===== config.mk =====
export PLATFORM = sky130hd
export DESIGN_NAME = stopwatch_top
export DESIGN_NICKNAME = d
export VERILOG_FILES = /design/src/verilog/stopwatch_pkg.sv /design/src/verilog/stopwatch_top.sv /design/src/verilog/display_scan.sv /design/src/verilog/bcd_time_counter.sv /design/src/verilog/tick_gen.sv /design/src/verilog/stopwatch_regs.sv
export VERILOG_INCLUDE_DIRS = /design/src /design/src/verilog
export SDC_FILE = /design/constraint.sdc
export NUM_CORES = 1
export LEC_CHECK = 0
export BUFFER_PORTS_ARGS = -buffer_cell sky130_fd_sc_hd__buf_2
export CORE_AREA = 2 2 104 96
export CTS_BUF_LIST = sky130_fd_sc_hd__clkbuf_4 sky130_fd_sc_hd__clkbuf_8 sky130_fd_sc_hd__clkbuf_16
export DETAILED_ROUTE_END_ITERATION = 8
export DIE_AREA = 0 0 106 98
export PLACE_DENSITY = 0.8
export SYNTH_ARGS = -nofsm -noshare
export SYNTH_HDL_FRONTEND = slang
export SYNTH_SLANG_ARGS = --single-unit

===== constraint.sdc =====
create_clock -name clk_in -period 3.71 [get_ports clk_in]
set_input_delay 0.371 -clock clk_in [delete_from_list [all_inputs] [get_ports clk_in]]
set_output_delay 0.371 -clock clk_in [all_outputs]
set_load 0.005 [all_outputs]

===== src/verilog/stopwatch_settings.svh =====
`ifndef STOPWATCH_SETTINGS_SVH
`define STOPWATCH_SETTINGS_SVH

////////////////////////////////////////
// bus widths
////////////////////////////////////////
`define SW_APB_ADDR_W 4
`define SW_APB_DATA_W 32

// register offsets
`define SW_ADDR_CTRL     4'h0
`define SW_ADDR_TICK_DIV 4'h4
`define SW_ADDR_TIME     4'h8
`define SW_ADDR_JUMP     4'hC

////////////////////////////////////////
// timing and limits
////////////////////////////////////////
`define SW_TICK_DIV_W     16
`define SW_TICK_DIV_RESET 9
`define SW_SCAN_DIV       4
`define SW_MAX_TENS       5
`define SW_JUMP_MIN       2

`endif

===== src/verilog/stopwatch_pkg.sv =====
`include "stopwatch_settings.svh"

package stopwatch_pkg;

  // mm:ss in bcd, tens digits only need 3 bits
  typedef struct packed {
    logic [2:0] min_tens;
    logic [3:0] min_ones;
    logic [2:0] sec_tens;
    logic [3:0] sec_ones;
  } bcd_time_t;

  // gfedcba, active low
  typedef logic [6:0] seg_t;

  // one-hot, bit 3 is minute tens
  typedef logic [3:0] digit_sel_t;

  ////////////////////////////////////////
  // apb
  ////////////////////////////////////////
  typedef logic [`SW_APB_ADDR_W-1:0] apb_addr_t;
  typedef logic [`SW_APB_DATA_W-1:0] apb_data_t;

endpackage


===== src/verilog/stopwatch_top.sv =====
`timescale 1ns/10ps
`include "stopwatch_settings.svh"

module stopwatch_top
  import stopwatch_pkg::*;
(
  input  logic       clk_in,
  input  logic       reset,
  input  logic       psel,
  input  logic       penable,
  input  logic       pwrite,
  input  apb_addr_t  paddr,
  input  apb_data_t  pwdata,
  output apb_data_t  prdata,
  output logic       pready,
  output logic       pslverr,
  output seg_t       seg,
  output digit_sel_t digit
);

  logic                      run;
  logic                      dir;
  logic                      load;
  logic                      jump;
  logic                      tick;
  logic [`SW_TICK_DIV_W-1:0] tick_div;
  bcd_time_t                 load_time;
  bcd_time_t                 cur_time;

  stopwatch_regs u_regs (
    .clk_in    (clk_in),
    .reset     (reset),
    .psel      (psel),
    .penable   (penable),
    .pwrite    (pwrite),
    .paddr     (paddr),
    .pwdata    (pwdata),
    .prdata    (prdata),
    .pready    (pready),
    .pslverr   (pslverr),
    .cur_time  (cur_time),
    .run       (run),
    .dir       (dir),
    .load      (load),
    .jump      (jump),
    .load_time (load_time),
    .tick_div  (tick_div)
  );

  tick_gen u_tick (
    .clk_in   (clk_in),
    .reset    (reset),
    .run      (run),
    .tick_div (tick_div),
    .tick     (tick)
  );

  bcd_time_counter u_counter (
    .clk_in    (clk_in),
    .reset     (reset),
    .tick      (tick),
    .jump      (jump),
    .dir       (dir),
    .load      (load),
    .load_time (load_time),
    .cur_time  (cur_time)
  );

  display_scan u_scan (
    .clk_in   (clk_in),
    .reset    (reset),
    .cur_time (cur_time),
    .seg      (seg),
    .digit    (digit)
  );

endmodule


===== src/verilog/display_scan.sv =====
`timescale 1ns/10ps
`include "stopwatch_settings.svh"

module display_scan
  import stopwatch_pkg::*;
(
  input  logic       clk_in,
  input  logic       reset,
  input  bcd_time_t  cur_time,
  output seg_t       seg,
  output digit_sel_t digit
);

  localparam int SCAN_W = $clog2(`SW_SCAN_DIV);

  logic [SCAN_W-1:0] scan_cnt;
  logic [1:0]        ptr;
  logic [3:0]        nibble;

  ////////////////////////////////////////
  // scan timing
  ////////////////////////////////////////
  always_ff @(posedge clk_in or posedge reset)
  begin
    if (reset)
    begin
      scan_cnt <= '0;
      ptr      <= 2'd0;
    end
    else if (scan_cnt == SCAN_W'(`SW_SCAN_DIV - 1))
    begin
      scan_cnt <= '0;
      ptr      <= ptr + 2'd1;
    end
    else
      scan_cnt <= scan_cnt + 1'b1;
  end

  assign digit = digit_sel_t'(4'b0001 << ptr);

  // pointer 0 is the seconds ones digit
  always_comb
  begin
    case (ptr)
      2'd0:    nibble = cur_time.sec_ones;
      2'd1:    nibble = {1'b0, cur_time.sec_tens};
      2'd2:    nibble = cur_time.min_ones;
      default: nibble = {1'b0, cur_time.min_tens};
    endcase
  end

  // gfedcba, a zero lights the segment
  always_comb
  begin
    case (nibble)
      4'd0:    seg = 7'h40;
      4'd1:    seg = 7'h79;
      4'd2:    seg = 7'h24;
      4'd3:    seg = 7'h30;
      4'd4:    seg = 7'h19;
      4'd5:    seg = 7'h12;
      4'd6:    seg = 7'h02;
      4'd7:    seg = 7'h78;
      4'd8:    seg = 7'h00;
      4'd9:    seg = 7'h10;
      default: seg = 7'h7f;
    endcase
  end

endmodule


===== src/verilog/bcd_time_counter.sv =====
`timescale 1ns/10ps
`include "stopwatch_settings.svh"

module bcd_time_counter
  import stopwatch_pkg::*;
(
  input  logic      clk_in,
  input  logic      reset,
  input  logic      tick,
  input  logic      jump,
  input  logic      dir,
  input  logic      load,
  input  bcd_time_t load_time,
  output bcd_time_t cur_time
);

  localparam logic [2:0] MAX_TENS = 3'(`SW_MAX_TENS);
  localparam logic [3:0] JUMP_MIN = 4'(`SW_JUMP_MIN);

  bcd_time_t   tick_time;
  bcd_time_t   jump_time;
  logic        at_max;
  logic        at_min;
  logic        jump_ok;
  logic [4:0]  min_sum;

  assign at_max = (cur_time.min_tens == MAX_TENS) && (cur_time.min_ones == 4'd9) &&
                  (cur_time.sec_tens == MAX_TENS) && (cur_time.sec_ones == 4'd9);
  assign at_min = (cur_time == '0);

  ////////////////////////////////////////
  // one second step
  ////////////////////////////////////////
  always_comb
  begin
    tick_time = cur_time;
    if (!dir)
    begin
      // count up, carry ripples through the digits
      if (cur_time.sec_ones != 4'd9)
        tick_time.sec_ones = cur_time.sec_ones + 4'd1;
      else
      begin
        tick_time.sec_ones = 4'd0;
        if (cur_time.sec_tens != MAX_TENS)
          tick_time.sec_tens = cur_time.sec_tens + 3'd1;
        else
        begin
          tick_time.sec_tens = 3'd0;
          if (cur_time.min_ones != 4'd9)
            tick_time.min_ones = cur_time.min_ones + 4'd1;
          else
          begin
            tick_time.min_ones = 4'd0;
            tick_time.min_tens = cur_time.min_tens + 3'd1;
          end
        end
      end
    end
    else
    begin
      // count down with borrow
      if (cur_time.sec_ones != 4'd0)
        tick_time.sec_ones = cur_time.sec_ones - 4'd1;
      else
      begin
        tick_time.sec_ones = 4'd9;
        if (cur_time.sec_tens != 3'd0)
          tick_time.sec_tens = cur_time.sec_tens - 3'd1;
        else
        begin
          tick_time.sec_tens = MAX_TENS;
          if (cur_time.min_ones != 4'd0)
            tick_time.min_ones = cur_time.min_ones - 4'd1;
          else
          begin
            tick_time.min_ones = 4'd9;
            tick_time.min_tens = cur_time.min_tens - 3'd1;
          end
        end
      end
    end
  end

  ////////////////////////////////////////
  // minute jump
  ////////////////////////////////////////
  assign min_sum = {1'b0, cur_time.min_ones} + {1'b0, JUMP_MIN};

  always_comb
  begin
    jump_time = cur_time;
    jump_ok   = 1'b1;
    if (!dir)
    begin
      if (min_sum > 5'd9)
      begin
        jump_time.min_ones = 4'(min_sum - 5'd10);
        jump_time.min_tens = cur_time.min_tens + 3'd1;
        // would pass 59
        jump_ok = (cur_time.min_tens != MAX_TENS);
      end
      else
        jump_time.min_ones = min_sum[3:0];
    end
    else
    begin
      if (cur_time.min_ones >= JUMP_MIN)
        jump_time.min_ones = cur_time.min_ones - JUMP_MIN;
      else
      begin
        jump_time.min_ones = cur_time.min_ones + 4'd10 - JUMP_MIN;
        jump_time.min_tens = cur_time.min_tens - 3'd1;
        // would go below 00
        jump_ok = (cur_time.min_tens != 3'd0);
      end
    end
  end

  // load beats jump, jump swallows a coincident tick
  always_ff @(posedge clk_in or posedge reset)
  begin
    if (reset)
      cur_time <= '0;
    else if (load)
      cur_time <= load_time;
    else if (jump)
    begin
      if (jump_ok)
        cur_time <= jump_time;
    end
    else if (tick && !(dir ? at_min : at_max))
      cur_time <= tick_time;
  end

endmodule


===== src/verilog/tick_gen.sv =====
`timescale 1ns/10ps
`include "stopwatch_settings.svh"

module tick_gen (
  input  logic                      clk_in,
  input  logic                      reset,
  input  logic                      run,
  input  logic [`SW_TICK_DIV_W-1:0] tick_div,
  output logic                      tick
);

  logic [`SW_TICK_DIV_W-1:0] cnt;

  // fires on the first cycle of run, then every tick_div+1 cycles
  assign tick = run && (cnt == '0);

  always_ff @(posedge clk_in or posedge reset)
  begin
    if (reset)
      cnt <= '0;
    else if (!run)
      cnt <= '0;
    else if (cnt == '0)
      cnt <= tick_div;
    else
      cnt <= cnt - 1'b1;
  end

endmodule


===== src/verilog/stopwatch_regs.sv =====
`timescale 1ns/10ps
`include "stopwatch_settings.svh"

module stopwatch_regs
  import stopwatch_pkg::*;
(
  input  logic                      clk_in,
  input  logic                      reset,
  input  logic                      psel,
  input  logic                      penable,
  input  logic                      pwrite,
  input  apb_addr_t                 paddr,
  input  apb_data_t                 pwdata,
  output apb_data_t                 prdata,
  output logic                      pready,
  output logic                      pslverr,
  input  bcd_time_t                 cur_time,
  output logic                      run,
  output logic                      dir,
  output logic                      load,
  output logic                      jump,
  output bcd_time_t                 load_time,
  output logic [`SW_TICK_DIV_W-1:0] tick_div
);

  logic        access;
  logic        mapped;
  logic        wr_en;
  logic [15:0] time_nibbles;

  // no wait states
  assign pready = 1'b1;

  always_comb
  begin
    case (paddr)
      `SW_ADDR_CTRL,
      `SW_ADDR_TICK_DIV,
      `SW_ADDR_TIME,
      `SW_ADDR_JUMP: mapped = 1'b1;
      default:       mapped = 1'b0;
    endcase
  end

  assign access  = psel && penable;
  assign pslverr = access && !mapped;
  assign wr_en   = access && pwrite && mapped;

  // one nibble per digit on the bus
  assign time_nibbles = {1'b0, cur_time.min_tens, cur_time.min_ones,
                         1'b0, cur_time.sec_tens, cur_time.sec_ones};

  ////////////////////////////////////////
  // read mux
  ////////////////////////////////////////
  always_comb
  begin
    case (paddr)
      `SW_ADDR_CTRL:     prdata = apb_data_t'({dir, run});
      `SW_ADDR_TICK_DIV: prdata = apb_data_t'(tick_div);
      `SW_ADDR_TIME:     prdata = apb_data_t'(time_nibbles);
      // jump reads zero, as does anything unmapped
      default:           prdata = '0;
    endcase
  end

  ////////////////////////////////////////
  // control registers and pulses
  ////////////////////////////////////////
  always_ff @(posedge clk_in or posedge reset)
  begin
    if (reset)
    begin
      run      <= 1'b0;
      dir      <= 1'b0;
      tick_div <= `SW_TICK_DIV_W'(`SW_TICK_DIV_RESET);
      load     <= 1'b0;
      jump     <= 1'b0;
    end
    else
    begin
      // preset only accepted while stopped
      load <= wr_en && (paddr == `SW_ADDR_TIME) && !run;
      jump <= wr_en && (paddr == `SW_ADDR_JUMP) && pwdata[0];
      if (wr_en && (paddr == `SW_ADDR_CTRL))
      begin
        run <= pwdata[0];
        // direction locked while running
        if (!run)
          dir <= pwdata[1];
      end
      if (wr_en && (paddr == `SW_ADDR_TICK_DIV))
        tick_div <= pwdata[`SW_TICK_DIV_W-1:0];
    end
  end

  // preset value, fields masked to their widths
  always_ff @(posedge clk_in)
  begin
    if (wr_en && (paddr == `SW_ADDR_TIME))
    begin
      load_time.min_tens <= pwdata[14:12];
      load_time.min_ones <= pwdata[11:8];
      load_time.sec_tens <= pwdata[6:4];
      load_time.sec_ones <= pwdata[3:0];
    end
  end

endmodule


# Word-level counts from Yosys, hierarchy flattened
# Memory sizes are Yosys's and may differ from the RTL's.
# Cells that the tools add are included.
totals:
  ff_bits: 68
  mem_bits_ro: 112
  word_cells: 129
  memories: 1
memory_table:
  columns: ["name", "depth", "width", "rd", "rd_clocked_by_memory_dff", "wr", "line_no", "text"]
  rows:
  - ["(name not given)", 16, 7, 1, 0, 0, "display_scan.sv:55", "case (nibble)"]
classes:
  add_sub_neg: 16
  n_lt_le_gt_ge: 2
  n_eq_ne: 26
  n_shift: 1
  muxes: 32
  n_bitwise: 1
  reduce_logical: 34
op_table:
  columns: ["op", "count"]
  rows:
  - ["14-bit two-way mux", 5]
  - ["16-bit one-hot mux with 3 select lines", 1]
  - ["4-bit inequality test, second input constant", 9]
  - ["16-bit two-way mux", 2]
  - ["4-bit two-way mux", 6]
  - ["7-bit two-way mux", 3]
  - ["10-bit two-way mux", 2]
  - ["3-bit two-way mux", 6]
  - ["4-bit equality test, second input constant", 4]
  - ["16-bit logical NOT", 1]
  - ["16-bit by 1-bit subtractor with 16-bit output, second input constant", 1]
  - ["1-bit logical AND", 15]
  - ["14-bit logical NOT", 1]
  - ["3-bit inequality test, second input constant", 4]
  - ["4-bit one-hot mux with 3 select lines", 1]
  - ["10-bit AND reduction", 1]
  - ["3-bit nonzero test", 3]
  - ["4-bit by 1-bit adder with 4-bit output, second input constant", 2]
  - ["4-bit nonzero test", 2]
  - ["4-bit by 1-bit subtractor with 4-bit output, second input constant", 2]
  - ["4-bit by 2-bit subtractor with 4-bit output, second input constant", 2]
  - ["3-bit by 1-bit adder with 3-bit output, second input constant", 2]
  - ["3-bit equality test, second input constant", 2]
  - ["6-bit AND reduction", 1]
  - ["other kinds (24)", 34]

# Longest topological paths before layout
logic_depth:
  word_depth: 10
  mapped_depth: 9
  ltp_nobuf: 9

# By module
# A second synthesis with hierarchy kept.
hier_totals:
  cells_unflattened: 468
  area_unflattened_um2: 4545.6
by_module_without_submodules:
  columns: ["module", "instances", "cells_per_inst", "area_each_um2", "seq_area_each_um2"]
  rows:
  - ["stopwatch_regs", 1, 113, 1577.8, 923.4]
  - ["bcd_time_counter", 1, 205, 1571.5, 350.3]
  - ["tick_gen", 1, 99, 953.4, 400.4]
  - ["display_scan", 1, 51, 442.9, 100.1]

# Worst setup path after synthesis
# No wires, ideal clock.
synth_timing:
  path_kind: "register to register"
  start: "register, netlist name u_counter.cur_time[8]"
  end: "register, netlist name u_counter.cur_time[10]"
  setup_time_ns: 0.128
  arrival_ns: 2.492
  setup_slack_ns: 1.090
  path_stages_with_launch: 10
  n_path_buf: 1
  synth_period_minus_slack_ns: 2.620
  cell_sequence: "dfrtp_1 clkbuf_1 inv_1 ha_1 nand3b_1 a221oi_1 and4b_1 nor2_1 nand2_1 mux2_1"
synth_between:
  elab_chain_len: 9
  word_cells_on_any_way: 39
  cone_classes: "add/sub (7); order compare (2); eq/ne (3); mux (18); reduce/logical (9)"
synth_lines:
  columns: ["element"]
  rows:
  - ["parallel branches: the longest is 9 deep, another holds 4-bit by 2-bit adder with 5-bit output"]
# Several ways; the timed one is not identified. The select of a mux whose other input is x is not followed.
# A chain may end at the register's enable or synchronous reset.

# Final worst setup path
layout_timing:
  start: "register u_scan.ptr[0]"
  end: "output port seg[0]"
layout_between:
  elab_chain_len: 3
  word_cells_on_any_way: 5
  cone_classes: "eq/ne (2); mux (1); reduce/logical (1); memory (1)"
layout_lines:
  columns: ["element", "line_no", "text"]
  rows:
  - ["start: declaration", "display_scan.sv:17", "logic [1:0] ptr;"]
  - ["start signal: assignment", "display_scan.sv:33", "ptr <= ptr + 2'd1;"]
  - ["2-bit equality test, or another cell as far along", "display_scan.sv:44", "case (ptr)"]
  - ["4-bit one-hot mux with 3 select lines *", "display_scan.sv:44", null]
  - ["memory 16 x 7 bit *", null, null]
  - ["end: declaration", "stopwatch_top.sv:17", "output seg_t seg,"]
# Every way passes the cells marked *; elsewhere a longest branch is shown, timed or not.

==> flow_summary.toml <==
[cts]
cts-root-buf = "clkbuf_8"
cts.htree.levels = 3
clockBufferDepth = 2
cts_setup_buffers = 0
clock-sinks = 68
cts_resized = 0
cts_buffers = 9
clk-insertion-delay-late_ns = 0.34
path_clk_slew_ns = 0.08
ctsHoldBuffers = 0
cts_tree = "done"

[sta]
tightest_slew_ns = 0.9715
max_freq_mhz = 327.9
maxSlewHeadroom_pct = 35.23
finalSetupTns_ns = 0
fin_worst_skew_ns = 0.006123
slew_viol_final = 0
min_period_ns = 3.050
rsz0062_at_grt = "false"
hold_violations = 0
setup_ws_ns = 0.6603
setup_violations = 0
min_period_over_period_pct = 82.20

[outcome]
run_status = "finished, final reports clean"

[final_layout]
area_growth_pct = 10.26
fill_cells = 842
nets = 580
final_cell_mix = "52 x buf_2, 52 x dfrtp_1, 51 x nor2_1"
layoutNonFillerInstCount = 649
drive_above_1_share_pct = 21.41
num_antenna_cells = 0
post-route-util_pct = 53.22

[critical_path]
arrival_ns = 2.68
cp-start-kind = "flip-flop"
r2r_start = "u_counter.cur_time[9]"
crit_path_end_kind = "output port"
path_max_fanout = 6
crit_start = "u_scan.ptr[0]"
worstPathRequired_ns = 3.34
critPathKind = "flip-flop to output port"

[global_routing]
grt_use_total_pct = 21.45
grt_pass1_vias = 3667
globalRouteOverflowTotal = 0
antenna_found_initial = 0
grt_first_pass_wirelength_um = 18080
grt_max_degree = 36

[synth]
synth_edf_count = 14
synth.avg_cell_area_um2 = 9.415
synth_area_leaders = "dfrtp_1 29%, edfxtp_1 9.3%, ha_1 5.8%"
yosys.area.top_type = "dfrtp_1"
synth_ff_type = "dfrtp_1"
synth_area_um2 = 4538
yosysUniqueCellTypes = 70
netlist.area_leader.share_pct = 28.67
synth-warning-count = 0
ys_async_sr_fraction_pct = 79.41
netlist_instances = 482
synth_seq_area_share_pct = 39.10
ys_ff_latch = 68

[detailed_routing]
drc = 0
postRouteAntennaNets = 0
dr.pass1.iters = 5
num_vias = 3866
vias_per_cell = 5.957
finalWirelength_um = 10960
wl_per_cell_um = 16.89
first_iter_violations = 287

[place]
port-buffer-count = 52
gp_congestion = 0.8792
dp.cells = 633
dp_slack_ns = 0.8328
dp_hpwl_um = 7796

[floorplanning]
core_um2 = 9402
die_area_um2 = 10390
chipHeight_um = 98
io-pin-count = 86
rows = 34
die-width_um = 106
start_util_pct = 48.27

[power]
total_power_w = 0.003175
power_density_nw_per_um2 = 634.5
ir_drop_uv = 369.3
leakage_nw = 2.255

[hold_path]
min_path_type = "input pin to asynchronous set/reset pin"

[run]
maxCapViolCount = 0
[layout make-up]
type / instances / area, µm² / share of cell area (%)
Sequential cell: 68 / 1774 / 35.46
Tap cell: 126 / 157.7 / 3.151
Multi-Input combinational cell: 360 / 2495 / 49.86
Inverter: 21 / 78.83 / 1.575
Clock inverter: 6 / 61.31 / 1.225
Clock buffer: 10 / 131.4 / 2.626
Timing Repair Buffer: 58 / 305.3 / 6.102
[per-stage QoR]
step           hold WS [ns]  cell area, µm²
2_1_floorplan        0.4031            4594
3_3_place_gp         0.3943            4811
3_5_place_dp         0.3950            4811
4_1_cts             0.02256            5004
6_report            0.02161            5004
5_1_grt             0.03844            5004
[Yosys cell counts (3+ instances only)]
library cell and number:
nand2_1 25, mux2_2 19, xor2_1 10, buf_4 17, a22o_1 13, dfrtp_1 52
or3_1 3, xnor2_1 9, inv_1 21, nor2b_1 13, and3b_1 3, ha_1 21
nor3_1 9, a211oi_1 15, nor4_1 5, a21oi_1 20, or4_4 3, nand3_1 7
o21a_1 3, a222oi_1 3, edfxtp_1 14, o21ai_0 22, a41oi_1 3, a31oi_1 6
clkbuf_1 28, nand4_1 4, mux2i_1 9, a22oi_1 4, and3_1 7, or2_2 4
nor3b_1 4, nor2_1 51, and4b_1 3, nand2b_1 3
[kinds of logic after synthesis]
group | share of synthesized area [%]
buffers and inverters | 7.168
AOI/OAI and AO/OA | 17.59
and+or+nand+nor | 19.33
adders and majority gates | 5.790
other | 0.1655
muxes | 7.196
DFF | 39.10
xor gates and xnor gates | 3.667
[per-layer routing]
layer | vias up | global-route usage, % | wire length [µm]
met5 | - | 0 | 0
met4 | 0 | 6.680 | 178
met3 | 19 | 4.740 | 714
met2 | 164 | 34.29 | 5315
met1 | 1893 | 29.26 | 4755
li1 | 1790 | - | -
[worst paths after layout]
path	to	slack, ns	cells after the start
min in group clk_in	u_regs.load_time[11]	0.21	1
max in group asynchronous	u_regs.tick_div[3]	2.85	3
setup / recovery	seg[0]	0.66	10
hold / removal	u_tick.cnt[10]	0.02	2
setup reg to reg	u_counter.cur_time[11]	0.68	8
hold reg to reg	u_scan.scan_cnt[0]	0.43	1
[flip-flops by register name (all words and copies together) (netlist names)]
name and cells:
u_regs.tick_div 16, u_tick.cnt 16, u_counter.cur_time 14, u_regs.load_time 14, u_scan.ptr 2, u_scan.scan_cnt 2, u_regs.dir 1, u_regs.jump 1
u_regs.load 1, u_regs.run 1
[critical path, cell delays in order, from the launching register on]
cell	delay, ns
dfrtp_1	0.43
inv_1	0.10
ha_1	0.26
a222oi_1	0.12
mux2i_1	0.53
inv_1	0.18
ha_1	0.24
nor2_1	0.09
o21ai_0	0.12
o21a_1	0.16
buf_2	0.12
[power by group]
group          switching (W)  internal [W]  leakage (nW)
registers           0.000302      0.000913         0.822
clock network       0.000287      0.000319         0.105
logic               0.000725      0.000629          1.33
Note: power is estimated with default switching activity, not from simulation.
